[src/verilog/cc_mem_pkg.sv]
// ----------------------------
// TCDM port widths and packed request/response types
// The meta ID is returned unchanged with each response
// ----------------------------
`default_nettype none

package cc_mem_pkg;

  localparam int unsigned AddrWidth   = 32;
  localparam int unsigned DataWidth   = 32;
  localparam int unsigned StrbWidth   = DataWidth / 8;
  localparam int unsigned AmoWidth    = 4;
  localparam int unsigned MetaIdWidth = 5;

  typedef logic [MetaIdWidth-1:0] meta_id_t;

  typedef struct packed {
    logic [AddrWidth-1:0] addr;
    logic                 write;
    logic [AmoWidth-1:0]  amo;
    logic [DataWidth-1:0] data;
    logic [StrbWidth-1:0] strb;
    meta_id_t             id;
  } dreq_t;

  typedef struct packed {
    logic [DataWidth-1:0] data;
    logic                 error;
    meta_id_t             id;
  } dresp_t;

endpackage

`default_nettype wire

[src/verilog/ipu_pkg.sv]
// ----------------------------
// Offload types for the RV32M integer processing unit
// Opcodes 8 to 15 are illegal and return an error response
// ----------------------------
`default_nettype none

package ipu_pkg;

  localparam int unsigned IpuIdWidth = 5;

  // Destination register tag
  typedef logic [IpuIdWidth-1:0] ipu_id_t;

  // Same order as funct3 of the M extension
  typedef enum logic [3:0] {
    IPU_MUL    = 4'd0,
    IPU_MULH   = 4'd1,
    IPU_MULHSU = 4'd2,
    IPU_MULHU  = 4'd3,
    IPU_DIV    = 4'd4,
    IPU_DIVU   = 4'd5,
    IPU_REM    = 4'd6,
    IPU_REMU   = 4'd7
  } ipu_op_e;

  typedef struct packed {
    ipu_op_e     op;
    logic [31:0] arga;
    logic [31:0] argb;
    ipu_id_t     id;
  } acc_req_t;

  typedef struct packed {
    logic [31:0] data;
    logic        error;
    ipu_id_t     id;
  } acc_resp_t;

endpackage

`default_nettype wire

[src/verilog/core_complex.sv]
// ----------------------------
// Offload and TCDM shell of the core complex, the core sits outside
// Each Register parameter adds one cycle on its path
// ----------------------------
`timescale 1ns/1ps
`default_nettype none

module core_complex #(
  parameter bit RegisterOffloadReq  = 1'b1,
  parameter bit RegisterOffloadResp = 1'b1,
  parameter bit RegisterTCDMReq     = 1'b0,
  parameter bit RegisterTCDMResp    = 1'b0
) (
  input  logic                               clk_i,
  input  logic                               rst_i,
  // Offload request from the core
  input  ipu_pkg::ipu_op_e                   acc_qop_i,
  input  logic [31:0]                        acc_qarga_i,
  input  logic [31:0]                        acc_qargb_i,
  input  ipu_pkg::ipu_id_t                   acc_qid_i,
  input  logic                               acc_qvalid_i,
  output logic                               acc_qready_o,
  // Offload response to the core
  output logic [31:0]                        acc_pdata_o,
  output logic                               acc_perror_o,
  output ipu_pkg::ipu_id_t                   acc_pid_o,
  output logic                               acc_pvalid_o,
  input  logic                               acc_pready_i,
  // TCDM request from the core
  input  logic [cc_mem_pkg::AddrWidth-1:0]   core_qaddr_i,
  input  logic                               core_qwrite_i,
  input  logic [cc_mem_pkg::AmoWidth-1:0]    core_qamo_i,
  input  logic [cc_mem_pkg::DataWidth-1:0]   core_qdata_i,
  input  logic [cc_mem_pkg::StrbWidth-1:0]   core_qstrb_i,
  input  cc_mem_pkg::meta_id_t               core_qid_i,
  input  logic                               core_qvalid_i,
  output logic                               core_qready_o,
  // TCDM request to memory
  output logic [cc_mem_pkg::AddrWidth-1:0]   data_qaddr_o,
  output logic                               data_qwrite_o,
  output logic [cc_mem_pkg::AmoWidth-1:0]    data_qamo_o,
  output logic [cc_mem_pkg::DataWidth-1:0]   data_qdata_o,
  output logic [cc_mem_pkg::StrbWidth-1:0]   data_qstrb_o,
  output cc_mem_pkg::meta_id_t               data_qid_o,
  output logic                               data_qvalid_o,
  input  logic                               data_qready_i,
  // TCDM response from memory
  input  logic [cc_mem_pkg::DataWidth-1:0]   data_pdata_i,
  input  logic                               data_perror_i,
  input  cc_mem_pkg::meta_id_t               data_pid_i,
  input  logic                               data_pvalid_i,
  output logic                               data_pready_o,
  // TCDM response to the core
  output logic [cc_mem_pkg::DataWidth-1:0]   core_pdata_o,
  output logic                               core_perror_o,
  output cc_mem_pkg::meta_id_t               core_pid_o,
  output logic                               core_pvalid_o,
  input  logic                               core_pready_i
);

  import cc_mem_pkg::*;
  import ipu_pkg::*;

  acc_req_t  acc_req_d, acc_req_q;
  acc_resp_t acc_resp_d, acc_resp_q;
  logic      acc_req_q_valid, acc_req_q_ready;
  logic      acc_resp_d_valid, acc_resp_d_ready;
  dreq_t     tcdm_req_d, tcdm_req_q;
  dresp_t    tcdm_resp_d, tcdm_resp_q;

  // ----------------------------
  // Offload path
  // ----------------------------
  assign acc_req_d = '{
    op:   acc_qop_i,
    arga: acc_qarga_i,
    argb: acc_qargb_i,
    id:   acc_qid_i
  };

  spill_register #(
    .T      (acc_req_t),
    .Bypass (!RegisterOffloadReq)
  ) u_acc_req_cut (
    .clk_i   (clk_i),
    .rst_i   (rst_i),
    .valid_i (acc_qvalid_i),
    .ready_o (acc_qready_o),
    .data_i  (acc_req_d),
    .valid_o (acc_req_q_valid),
    .ready_i (acc_req_q_ready),
    .data_o  (acc_req_q)
  );

  ipu u_ipu (
    .clk_i        (clk_i),
    .rst_i        (rst_i),
    .acc_qvalid_i (acc_req_q_valid),
    .acc_qready_o (acc_req_q_ready),
    .acc_qdata_i  (acc_req_q),
    .acc_pvalid_o (acc_resp_d_valid),
    .acc_pready_i (acc_resp_d_ready),
    .acc_pdata_o  (acc_resp_d)
  );

  spill_register #(
    .T      (acc_resp_t),
    .Bypass (!RegisterOffloadResp)
  ) u_acc_resp_cut (
    .clk_i   (clk_i),
    .rst_i   (rst_i),
    .valid_i (acc_resp_d_valid),
    .ready_o (acc_resp_d_ready),
    .data_i  (acc_resp_d),
    .valid_o (acc_pvalid_o),
    .ready_i (acc_pready_i),
    .data_o  (acc_resp_q)
  );

  assign acc_pdata_o  = acc_resp_q.data;
  assign acc_perror_o = acc_resp_q.error;
  assign acc_pid_o    = acc_resp_q.id;

  // ----------------------------
  // TCDM path
  // ----------------------------
  assign tcdm_req_d = '{
    addr:  core_qaddr_i,
    write: core_qwrite_i,
    amo:   core_qamo_i,
    data:  core_qdata_i,
    strb:  core_qstrb_i,
    id:    core_qid_i
  };

  spill_register #(
    .T      (dreq_t),
    .Bypass (!RegisterTCDMReq)
  ) u_tcdm_req_cut (
    .clk_i   (clk_i),
    .rst_i   (rst_i),
    .valid_i (core_qvalid_i),
    .ready_o (core_qready_o),
    .data_i  (tcdm_req_d),
    .valid_o (data_qvalid_o),
    .ready_i (data_qready_i),
    .data_o  (tcdm_req_q)
  );

  assign data_qaddr_o  = tcdm_req_q.addr;
  assign data_qwrite_o = tcdm_req_q.write;
  assign data_qamo_o   = tcdm_req_q.amo;
  assign data_qdata_o  = tcdm_req_q.data;
  assign data_qstrb_o  = tcdm_req_q.strb;
  assign data_qid_o    = tcdm_req_q.id;

  assign tcdm_resp_d = '{data: data_pdata_i, error: data_perror_i, id: data_pid_i};

  spill_register #(
    .T      (dresp_t),
    .Bypass (!RegisterTCDMResp)
  ) u_tcdm_resp_cut (
    .clk_i   (clk_i),
    .rst_i   (rst_i),
    .valid_i (data_pvalid_i),
    .ready_o (data_pready_o),
    .data_i  (tcdm_resp_d),
    .valid_o (core_pvalid_o),
    .ready_i (core_pready_i),
    .data_o  (tcdm_resp_q)
  );

  assign core_pdata_o  = tcdm_resp_q.data;
  assign core_perror_o = tcdm_resp_q.error;
  assign core_pid_o    = tcdm_resp_q.id;

endmodule

`default_nettype wire

[src/verilog/ipu.sv]
// ----------------------------
// RV32M offload unit, responses may return out of order
// Response priority is error, then multiplier, then divider
// ----------------------------
`timescale 1ns/1ps
`default_nettype none

module ipu (
  input  logic               clk_i,
  input  logic               rst_i,
  input  logic               acc_qvalid_i,
  output logic               acc_qready_o,
  input  ipu_pkg::acc_req_t  acc_qdata_i,
  output logic               acc_pvalid_o,
  input  logic               acc_pready_i,
  output ipu_pkg::acc_resp_t acc_pdata_o
);

  import ipu_pkg::*;

  logic        is_mul, is_div;
  logic        mul_in_valid, mul_in_ready, mul_out_valid, mul_out_ready;
  logic        div_in_valid, div_in_ready, div_out_valid, div_out_ready;
  logic [31:0] mul_result, div_result;
  ipu_id_t     mul_id, div_id;
  logic        err_valid_q, err_in_fire;
  ipu_id_t     err_id_q;

  // ----------------------------
  // Decode and dispatch
  // ----------------------------
  always_comb begin
    is_mul = 1'b0;
    is_div = 1'b0;
    case (acc_qdata_i.op)
      IPU_MUL, IPU_MULH, IPU_MULHSU, IPU_MULHU: is_mul = 1'b1;
      IPU_DIV, IPU_DIVU, IPU_REM, IPU_REMU:     is_div = 1'b1;
      default: ;
    endcase
  end

  assign mul_in_valid = acc_qvalid_i & is_mul;
  assign div_in_valid = acc_qvalid_i & is_div;
  assign err_in_fire  = acc_qvalid_i & ~is_mul & ~is_div & ~err_valid_q;
  assign acc_qready_o = is_mul ? mul_in_ready : (is_div ? div_in_ready : ~err_valid_q);

  ipu_mul u_mul (
    .clk_i       (clk_i),
    .rst_i       (rst_i),
    .in_valid_i  (mul_in_valid),
    .in_ready_o  (mul_in_ready),
    .op_i        (acc_qdata_i.op),
    .opa_i       (acc_qdata_i.arga),
    .opb_i       (acc_qdata_i.argb),
    .id_i        (acc_qdata_i.id),
    .out_valid_o (mul_out_valid),
    .out_ready_i (mul_out_ready),
    .result_o    (mul_result),
    .id_o        (mul_id)
  );

  ipu_div u_div (
    .clk_i       (clk_i),
    .rst_i       (rst_i),
    .in_valid_i  (div_in_valid),
    .in_ready_o  (div_in_ready),
    .op_i        (acc_qdata_i.op),
    .opa_i       (acc_qdata_i.arga),
    .opb_i       (acc_qdata_i.argb),
    .id_i        (acc_qdata_i.id),
    .out_valid_o (div_out_valid),
    .out_ready_i (div_out_ready),
    .result_o    (div_result),
    .id_o        (div_id)
  );

  // Pending error response for an illegal opcode
  always_ff @(posedge clk_i or posedge rst_i) begin
    if (rst_i) begin
      err_valid_q <= 1'b0;
    end else if (err_in_fire) begin
      err_valid_q <= 1'b1;
    end else if (acc_pready_i) begin
      err_valid_q <= 1'b0;
    end
  end

  always_ff @(posedge clk_i) begin
    if (err_in_fire) begin
      err_id_q <= acc_qdata_i.id;
    end
  end

  // ----------------------------
  // Response arbiter
  // ----------------------------
  assign mul_out_ready = acc_pready_i & ~err_valid_q;
  assign div_out_ready = acc_pready_i & ~err_valid_q & ~mul_out_valid;
  assign acc_pvalid_o  = err_valid_q | mul_out_valid | div_out_valid;

  always_comb begin
    if (err_valid_q) begin
      acc_pdata_o = '{data: '0, error: 1'b1, id: err_id_q};
    end else if (mul_out_valid) begin
      acc_pdata_o = '{data: mul_result, error: 1'b0, id: mul_id};
    end else begin
      acc_pdata_o = '{data: div_result, error: 1'b0, id: div_id};
    end
  end

endmodule

`default_nettype wire

[src/verilog/ipu_div.sv]
// ----------------------------
// Serial radix-2 divider, one operation at a time, 34 cycles
// Divide by zero and signed overflow follow the RISC-V rules
// ----------------------------
`timescale 1ns/1ps
`default_nettype none

module ipu_div (
  input  logic             clk_i,
  input  logic             rst_i,
  input  logic             in_valid_i,
  output logic             in_ready_o,
  input  ipu_pkg::ipu_op_e op_i,
  input  logic [31:0]      opa_i,
  input  logic [31:0]      opb_i,
  input  ipu_pkg::ipu_id_t id_i,
  output logic             out_valid_o,
  input  logic             out_ready_i,
  output logic [31:0]      result_o,
  output ipu_pkg::ipu_id_t id_o
);

  import ipu_pkg::*;

  typedef enum logic [1:0] {
    IDLE,
    RUN,
    DONE
  } state_e;

  state_e      state_q;
  logic [4:0]  cnt_q;
  logic [31:0] quo_q, rem_q, div_q;
  logic        neg_quo_q, neg_rem_q, is_rem_q;
  ipu_id_t     id_q;
  logic        in_fire, is_signed, a_neg, b_neg;
  logic [33:0] trial;

  assign in_fire   = in_valid_i & in_ready_o;
  assign is_signed = (op_i == IPU_DIV) || (op_i == IPU_REM);
  assign a_neg     = is_signed & opa_i[31];
  assign b_neg     = is_signed & opb_i[31];

  // Shift in the next dividend bit and try to subtract
  assign trial = {1'b0, rem_q, quo_q[31]} - {2'b00, div_q};

  always_ff @(posedge clk_i or posedge rst_i) begin
    if (rst_i) begin
      state_q <= IDLE;
      cnt_q   <= '0;
    end else begin
      case (state_q)
        IDLE: begin
          if (in_fire) begin
            state_q <= RUN;
            cnt_q   <= '0;
          end
        end
        RUN: begin
          cnt_q <= cnt_q + 5'd1;
          if (cnt_q == 5'd31) begin
            state_q <= DONE;
          end
        end
        default: begin
          if (out_ready_i) begin
            state_q <= IDLE;
          end
        end
      endcase
    end
  end

  // ----------------------------
  // Datapath on magnitudes
  // ----------------------------
  always_ff @(posedge clk_i) begin
    if (in_fire) begin
      quo_q     <= a_neg ? -opa_i : opa_i;
      div_q     <= b_neg ? -opb_i : opb_i;
      rem_q     <= '0;
      // Zero divisor keeps the all-ones quotient unsigned
      neg_quo_q <= (a_neg ^ b_neg) & (opb_i != '0);
      neg_rem_q <= a_neg;
      is_rem_q  <= (op_i == IPU_REM) || (op_i == IPU_REMU);
      id_q      <= id_i;
    end else if (state_q == RUN) begin
      if (!trial[33]) begin
        rem_q <= trial[31:0];
        quo_q <= {quo_q[30:0], 1'b1};
      end else begin
        rem_q <= {rem_q[30:0], quo_q[31]};
        quo_q <= {quo_q[30:0], 1'b0};
      end
    end
  end

  assign in_ready_o  = (state_q == IDLE);
  assign out_valid_o = (state_q == DONE);
  assign id_o        = id_q;

  // Signs restored at the output
  assign result_o = is_rem_q ? (neg_rem_q ? -rem_q : rem_q)
                             : (neg_quo_q ? -quo_q : quo_q);

endmodule

`default_nettype wire

[src/verilog/ipu_mul.sv]
// ----------------------------
// Two-stage 32x32 multiplier, stalls as a whole on back-pressure
// ----------------------------
`timescale 1ns/1ps
`default_nettype none

module ipu_mul (
  input  logic             clk_i,
  input  logic             rst_i,
  input  logic             in_valid_i,
  output logic             in_ready_o,
  input  ipu_pkg::ipu_op_e op_i,
  input  logic [31:0]      opa_i,
  input  logic [31:0]      opb_i,
  input  ipu_pkg::ipu_id_t id_i,
  output logic             out_valid_o,
  input  logic             out_ready_i,
  output logic [31:0]      result_o,
  output ipu_pkg::ipu_id_t id_o
);

  import ipu_pkg::*;

  logic signed [32:0] opa_ext, opb_ext;
  logic               s1_en, s2_en;
  logic               s1_valid_q, s1_hi_q;
  logic [65:0]        s1_prod_q;
  ipu_id_t            s1_id_q;
  logic               s2_valid_q;
  logic [31:0]        s2_res_q;
  ipu_id_t            s2_id_q;

  // Extra top bit carries the sign for signed operands
  assign opa_ext = {((op_i == IPU_MULH) || (op_i == IPU_MULHSU)) & opa_i[31], opa_i};
  assign opb_ext = {(op_i == IPU_MULH) & opb_i[31], opb_i};

  assign s2_en      = ~s2_valid_q | out_ready_i;
  assign s1_en      = ~s1_valid_q | s2_en;
  assign in_ready_o = s1_en;

  always_ff @(posedge clk_i or posedge rst_i) begin
    if (rst_i) begin
      s1_valid_q <= 1'b0;
      s2_valid_q <= 1'b0;
    end else begin
      if (s1_en) begin
        s1_valid_q <= in_valid_i;
      end
      if (s2_en) begin
        s2_valid_q <= s1_valid_q;
      end
    end
  end

  // ----------------------------
  // Datapath
  // ----------------------------
  always_ff @(posedge clk_i) begin
    if (s1_en && in_valid_i) begin
      s1_prod_q <= opa_ext * opb_ext;
      s1_hi_q   <= (op_i != IPU_MUL);
      s1_id_q   <= id_i;
    end
    if (s2_en && s1_valid_q) begin
      s2_res_q <= s1_hi_q ? s1_prod_q[63:32] : s1_prod_q[31:0];
      s2_id_q  <= s1_id_q;
    end
  end

  assign out_valid_o = s2_valid_q;
  assign result_o    = s2_res_q;
  assign id_o        = s2_id_q;

endmodule

`default_nettype wire

[src/verilog/spill_register.sv]
// ----------------------------
// Elastic two-entry cut, full throughput, registered ready_o
// Bypass turns it into plain wires
// ----------------------------
`timescale 1ns/1ps
`default_nettype none

module spill_register #(
  parameter type T      = logic,
  parameter bit  Bypass = 1'b0
) (
  input  logic clk_i,
  input  logic rst_i,
  input  logic valid_i,
  output logic ready_o,
  input  T     data_i,
  output logic valid_o,
  input  logic ready_i,
  output T     data_o
);

  if (Bypass) begin : gen_bypass
    assign valid_o = valid_i;
    assign ready_o = ready_i;
    assign data_o  = data_i;
  end else begin : gen_cut
    T     a_data_q, b_data_q;
    logic a_full_q, b_full_q;
    logic in_fire, a_free;

    // A is the output entry, B catches the spill when A is stuck
    assign in_fire = valid_i & ready_o;
    assign a_free  = ~a_full_q | ready_i;

    always_ff @(posedge clk_i or posedge rst_i) begin
      if (rst_i) begin
        a_full_q <= 1'b0;
        b_full_q <= 1'b0;
      end else begin
        if (a_free) begin
          a_full_q <= b_full_q | in_fire;
        end
        // B drains into A whenever A moves on
        b_full_q <= b_full_q ? ~a_free : (in_fire & ~a_free);
      end
    end

    always_ff @(posedge clk_i) begin
      if (a_free) begin
        a_data_q <= b_full_q ? b_data_q : data_i;
      end
      if (in_fire && !a_free) begin
        b_data_q <= data_i;
      end
    end

    assign ready_o = ~b_full_q;
    assign valid_o = a_full_q;
    assign data_o  = a_data_q;
  end

endmodule

`default_nettype wire
[config.mk]
export PLATFORM = sky130hd
export DESIGN_NAME = core_complex
export DESIGN_NICKNAME = d
export VERILOG_FILES = /design/src/verilog/cc_mem_pkg.sv /design/src/verilog/ipu_pkg.sv /design/src/verilog/core_complex.sv /design/src/verilog/ipu.sv /design/src/verilog/ipu_div.sv /design/src/verilog/ipu_mul.sv /design/src/verilog/spill_register.sv
export SDC_FILE = /design/constraint.sdc
export NUM_CORES = 2
export LEC_CHECK = 0
export ABC_AREA = 1
export BUFFER_PORTS_ARGS = -buffer_cell sky130_fd_sc_hd__buf_2
export CAP_MARGIN = 20
export CORE_ASPECT_RATIO = 1.75
export CORE_MARGIN = 5
export CORE_UTILIZATION = 34
export CTS_CLUSTER_DIAMETER = 40
export CTS_CLUSTER_SIZE = 40
export DETAILED_ROUTE_END_ITERATION = 6
export HOLD_SLACK_MARGIN = 0.06
export SYNTH_ARGS = -nofsm -noshare
export SYNTH_HDL_FRONTEND = slang
export SYNTH_SLANG_ARGS = --single-unit
[constraint.sdc]
create_clock -name clk_i -period 25 [get_ports clk_i]
set_clock_uncertainty 0.15 [all_clocks]
set_input_delay 0 -clock clk_i [delete_from_list [all_inputs] [get_ports clk_i]]
set_output_delay 0 -clock clk_i [all_outputs]
set_load 0.1 [all_outputs]
[Yosys cells after proc, flatten, opt, wreduce, memory -nomap -nowiden]
Index checks and enable logic that the tools add are counted.
Widths: inputs -> output; s select.
Operators by class
  reduce and logical (&&, ||, !) cells: 20
  mux-type cells: 28
  bitwise logic cells: 37
  equality and inequality tests: 13
  $add $sub $neg: 6
  $mul: 1
Operators by type and width (number)
  $mux 32: 9
  $neg 32->32: 4
  $mux 38: 3
  $mux 73: 1
  $mul 33x33->64: 1
  $sub 33x32->34: 1
  $reduce_bool 32->1: 1
  $and 1x1->1: 17
  $eq 4x3->1 const B: 4
  $not 1->1: 11
  $pmux 5 s2: 1
  $mux 1: 9
  $eq 4x2->1 const B: 2
  $or 1x1->1: 8
  $reduce_or 4->1: 2
  $mux 2: 3
  $ne 2x2->1 const B: 3
  $add 5x1->5 const B: 1
  $eq 5x5->1 const B: 1
  $mux 5: 1
  $eq 4x1->1 const B: 1
  $logic_and 1x1->1: 4
  $logic_not 4->1: 1
  $pmux 2 s2: 1
  11 further kinds: 15
Word-level totals
  output and inout port bits: 160
  register bits: 452
  logic and storage cells: 141
  input bits: 197

[Logic depth before layout (Yosys ltp)]
  depth after elaboration: 9
  depth in mapped cells: 34
  mapped depth without buffers: 33

[By module]
A second synthesis with hierarchy kept.
Unflattened totals
  cell total of the unflattened synthesis: 7836
  area, all modules: 64385.5 sq um
Modules (own cells, without submodules)
  ipu_mul: area each 43668.1 sq um, cells each 5217, times used 1, sequential area each 3263.1 sq um
  ipu_div: area each 10647.7 sq um, cells each 1727, times used 1, sequential area each 2977.9 sq um
  spill_register at u_acc_req_cut: area each 5380.2 sq um, cells each 392, times used 1, sequential area each 4434.3 sq um
  spill_register at u_acc_resp_cut: area each 2842.7 sq um, cells each 209, times used 1, sequential area each 2332.2 sq um
  ipu: area each 945.9 sq um, cells each 171, times used 1, sequential area each 175.2 sq um
  spill_register at u_tcdm_req_cut: area each 600.6 sq um, cells each 80, times used 1, sequential area each 0.0 sq um
  spill_register at u_tcdm_resp_cut: area each 300.3 sq um, cells each 40, times used 1, sequential area each 0.0 sq um

[Worst setup path before layout]
OpenSTA, ideal clock, no wires.
  path type: flip-flop to flip-flop
  start: register u_ipu.err_valid_q
  end: register u_acc_req_cut.gen_cut.b_data_q[0] in the netlist's numbering, enable pin
  arrival: 8974 ps
  buffers on the path: 1
  cell stages (with the launch flop): 8
  required time: 24256 ps
  setup time: 594 ps
  setup slack: 15283 ps
  clock period less this slack: 9717 ps
  cells stage by stage: dfrtp_1 -> clkbuf_1 -> nor2_1 -> nor2_1 -> nand2_1 -> nand2_1 -> nand4_1 -> nor3_1
Between the ends
  cells in the longest elaborated chain, start to end: 8
  elaborated cells between the ends (all ways): 9
  those cells by class: 2 x mux; 5 x bitwise; 2 x reduce/logical
Ends and longest elaborated chain
  start, declared: line ipu.sv:26  | logic err_valid_q, err_in_fire;
  start signal, assigned: line ipu.sv:80  | err_valid_q <= 1'b0;
  start signal, assigned: line ipu.sv:82  | err_valid_q <= 1'b1;
  start signal, assigned: line ipu.sv:84  | err_valid_q <= 1'b0;
  $not 1->1 *: line ipu.sv:45, ipu.sv:97
  $and 1x1->1: line ipu.sv:97  | assign mul_out_ready = acc_pready_i & ~err_valid_q;
  $or 1x1->1: line ipu_mul.sv:37  | assign s2_en = ~s2_valid_q | out_ready_i;
  $or 1x1->1: line ipu_mul.sv:38  | assign s1_en = ~s1_valid_q | s2_en;
  $mux 1 *: line ipu.sv:45  | assign acc_qready_o = is_mul ? mul_in_ready : (is_div ? div_in_ready : ~err_valid_q);
  $or 1x1->1 *: line spill_register.sv:33  | assign a_free = ~a_full_q | ready_i;
  $logic_not 1->1 *: line spill_register.sv:52  | if (in_fire && !a_free) begin
  $logic_and 1x1->1 *: line spill_register.sv:52
  end signal, assigned: line spill_register.sv:53  | b_data_q <= data_i;
  end, declared: line spill_register.sv:27  | T a_data_q, b_data_q;
Every way passes the cells marked *; elsewhere a longest branch is shown, timed or not.
A chain may end at the register's enable or synchronous reset.

[Final worst setup path]
  start: register u_acc_req_cut.gen_cut.a_data_q (netlist bit u_acc_req_cut.data_o[71])
  end: register u_ipu.u_mul.s1_prod_q[53], data pin
Between the ends
  cells in the longest elaborated chain, start to end: 4
  elaborated cells between the ends (all ways): 6
  those cells by class: 1 x mul; 2 x eq/ne; 2 x bitwise; 1 x reduce/logical
Ends and longest elaborated chain
  start, declared: line spill_register.sv:27
  start signal, assigned: line spill_register.sv:50  | a_data_q <= b_full_q ? b_data_q : data_i;
  $eq 4x1->1 / $eq 4x2->1 (equally long branches): line ipu_mul.sv:34, ipu_mul.sv:35
  $logic_or 1x1->1: line ipu_mul.sv:34  | assign opa_ext = {((op_i == IPU_MULH) || (op_i == IPU_MULHSU)) & opa_i[31], opa_i};
  $and 1x1->1: line ipu_mul.sv:34
  $mul 33x33->64 *: line ipu_mul.sv:60  | s1_prod_q <= opa_ext * opb_ext;
  end signal, assigned: line ipu_mul.sv:60
  end, declared: line ipu_mul.sv:27  | logic [65:0] s1_prod_q;
Marks and branches as above.

==> reports/metrics.csv <==
metric,value,unit
r2r-end,u_ipu.u_mul.s1_prod_q[53]$_DFFE_PP_,
vias,52163,
grtUsageTotal,26.0,%
root_buffer,clkbuf_16,
syn-cell-area,0.0637,mm²
grt-ovfl-total,0,
fp.dieW,337,µm
die-area,0.196,mm²
worstPathRequired,25.24,ns
ys_ff_latch,452,
die_h,582,µm
synthCells,7656,
layout_setup_ws,15.12,ns
grt_antenna_before_repair,35,
ys_warn_count,0,
routabilityCongestion,1.01,
drive_above_1_share,5.09,%
avgSynthCellArea,8.32,µm²
path_max_fanout,16,
grt_max_degree,66,
boundaryPins,357,
port_buffers,116,
rsz0062_at_grt,false,
critPathKind,flop to flop,
grt_pass1_wl,373000,µm
synth_fp_nets,9229,
holdPathStages,4,
tightest_slew,1.22,ns
crit_arrival,10.12,ns
yosysSeqAreaShare,20.7,%
regToRegStartpoint,u_acc_req_cut.data_o[71]$_DFFE_PN_,
synth-edff-count,406,
hold_path.class,input pin to flop,
place_hpwl,193000,µm
worstRegToRegCells,29,
ys_types,55,
first_global_vias,57526,
core_area,0.187,mm²
critPathCaptureType,flop,
hold_viol_final,0,
final_nets,9302,
max_stage_delay,1.01,ns
cap_violations,0,
pre_cts_ws,15.09,ns
postRouteAntennaNets,0,
slew_headroom,18.6,%
rows,210,
timing.final.crit_share,39.5,%
synth_top_area_share,35.4,%
htree_levels,2,
numCtsBuffers,41,
violations,design-rule violations,
cp-start-kind,flop,
fmax,101,MHz
wl,254000,µm
setup_tns,0,ns
area_growth,10.6,%
synth_commonest_cells,"nand2_1 (2096), inv_1 (1796), fa_1 (1126)",
synth.most_common_cell,nand2_1,
yosysTopAreaCell,fa_1,
synthArstFlopShare,3.10,%
routedWlPerCell,24.9,µm
slew_viol_final,0,
via_per_inst,5.10,
min_to,u_acc_req_cut.data_o[49]$_DFFE_PN_,
drtIter0Drc,3679,
ys.flop_type,edfxtp_1,
crit_slowest_cell,fa_1,
clkTransAtPathRegs,0.09,ns
rrSetupSlack,15.12,ns
start_util,34.1,%
cts_tree,yes,
status,"finished, violations left",
min_from,acc_qarga_i[12],
drt_pass1_iterations,7,
clock_latency,0.68,ns
finalSetupViolCount,0,
drc,1,
yosys-top-cells-area,"fa_1 (35%), edfxtp_1 (19%), nand2_1 (12%)",
post_cts_buffers,0,
cts_num_sinks,452,
min_period,9.88,ns
cts_max_path_buffers,3,
[cells in the final DEF, fill, tap and decap left out, types with 6 or more instances in the layout]
cell type / synthesis / layout
nand4_1: 52 / 52
diode_2: 0 / 29
nor3_1: 44 / 42
nand2_1: 2096 / 2095
dlygate4sd3_1: 0 / 273
nand3_1: 252 / 252
nor2_2: 16 / 16
a21boi_0: 11 / 11
o21a_1: 6 / 6
nor2_4: 4 / 7
o21ai_1: 38 / 38
o211ai_1: 6 / 6
mux2_2: 32 / 32
clkinv_8: 0 / 6
a31oi_1: 19 / 19
inv_16: 0 / 8
o21ai_0: 181 / 181
xnor2_1: 35 / 35
buf_2: 21 / 117
ha_1: 250 / 250
dfxtp_1: 32 / 32
clkinv_16: 0 / 7
clkbuf_16: 0 / 42
edfxtp_1: 406 / 406
a21oi_1: 145 / 145
buf_4: 122 / 98
fa_1: 1126 / 1126
o21bai_1: 10 / 10
inv_2: 7 / 9
nand3b_1: 16 / 16
nand2_2: 6 / 7
buf_12: 0 / 8
nor2_1: 437 / 434
inv_1: 1796 / 1794
a21o_1: 15 / 15
dfrtp_1: 14 / 13
xor2_1: 82 / 82
[logic make-up after synthesis]
kind of cell | synth area share [%]
AO/OA/AOI/OAI | 3.88
flip-flops | 20.7
XOR/XNOR | 1.61
adder cells (fa/ha/maj) | 40.3
multiplexers | 0.566
AND/OR/NAND/NOR | 18.7
buffers and inverters | 14.2
[cell type report]
class / instances / area [µm²]
antenna: 29 / 72.6
inverter: 1806 / 6780
timing repair buffer: 497 / 4240
sequential: 452 / 13200
fill: 18971 / 116000
tap: 2438 / 3050
clock buffer: 42 / 1050
clock inverter: 33 / 601
multi-input combinational: 4931 / 41500
[critical path, delay by kind of cell (launching register included)]
kind / cells / cell delay [ns]
xor+xnor: 1 / 0.09
fa+ha+maj: 9 / 5.33
buf+inv: 8 / 1.13
flops: 1 / 0.43
simple gates: 11 / 2.47
[metal layers]
layer  vias to the layer above  share of wire (%)  track usage, %
met2                      2480                 51            46.7
met1                     25831                 29            22.7
met4                         6                 14            28.9
li1                      22642                  -               -
met5                         -              0.015               0
met3                      1204                6.2            4.88
[per-stage QoR]
| step | util [%] | cell area, µm² | hold WS, ns | std cells |
|---|---|---|---|---|
| 2_1_floorplan | - | 63700 | -0.261 | 7656 |
| 3_3_place_gp | 35.2 | 65800 | -0.149 | 9841 |
| 3_5_place_dp | 35.2 | 65800 | -0.149 | 9842 |
| 4_1_cts | 37.6 | 70200 | 0.0618 | 10191 |
| 5_1_grt | 37.7 | 70400 | 0.0927 | 10222 |
| 6_report | 37.7 | 70400 | 0.0906 | 10228 |
[worst max-delay path by stage]
stage                                  startpoint                                           to  slack [ns]  cells past startpoint
2_1_floorplan       u_ipu.err_valid_q$_DFFE_PP0P_  u_acc_req_cut.gen_cut.b_data_q[0]$_DFFE_PP_       15.28                      7
3_3_place_gp   u_acc_req_cut.data_o[71]$_DFFE_PN_          u_ipu.u_mul.s1_prod_q[53]$_DFFE_PP_       15.26                     29
3_5_place_dp   u_acc_req_cut.data_o[71]$_DFFE_PN_          u_ipu.u_mul.s1_prod_q[53]$_DFFE_PP_       15.09                     29
4_1_cts        u_acc_req_cut.data_o[71]$_DFFE_PN_          u_ipu.u_mul.s1_prod_q[53]$_DFFE_PP_       15.04                     29
5_1_grt        u_acc_req_cut.data_o[71]$_DFFE_PN_          u_ipu.u_mul.s1_prod_q[53]$_DFFE_PP_       14.65                     29
6_report       u_acc_req_cut.data_o[71]$_DFFE_PN_          u_ipu.u_mul.s1_prod_q[53]$_DFFE_PP_       15.12                     29
[repair_timing]
item                                    in CTS  in global routing
hold endpoints to repair                   339                  0
gates resized for setup                      0                  0
hold buffers                               274                  0
endpoints found under the setup margin       0                  0
[registers in the layout, summed over array words and instances, names as in the netlist, 2 cells and up]
register	flops
u_ipu.u_mul.s1_id_q	5
u_ipu.u_mul.result_o	32
u_ipu.u_div.id_o	5
u_ipu.u_div.div_q	32
u_ipu.u_div.quo_q	32
u_ipu.u_div.rem_q	32
u_acc_resp_cut.data_o	38
u_ipu.u_mul.id_o	5
u_ipu.u_div.cnt_q	5
u_acc_resp_cut.gen_cut.b_data_q	38
u_ipu.err_id_q	5
u_acc_req_cut.data_o	73
u_acc_req_cut.gen_cut.b_data_q	73
u_ipu.u_mul.s1_prod_q	64
u_ipu.u_div.state_q	2
Power is left out: the tool's default activity adds up to more than one toggle a clock period on the data nets, which glitch-free logic cannot reach.
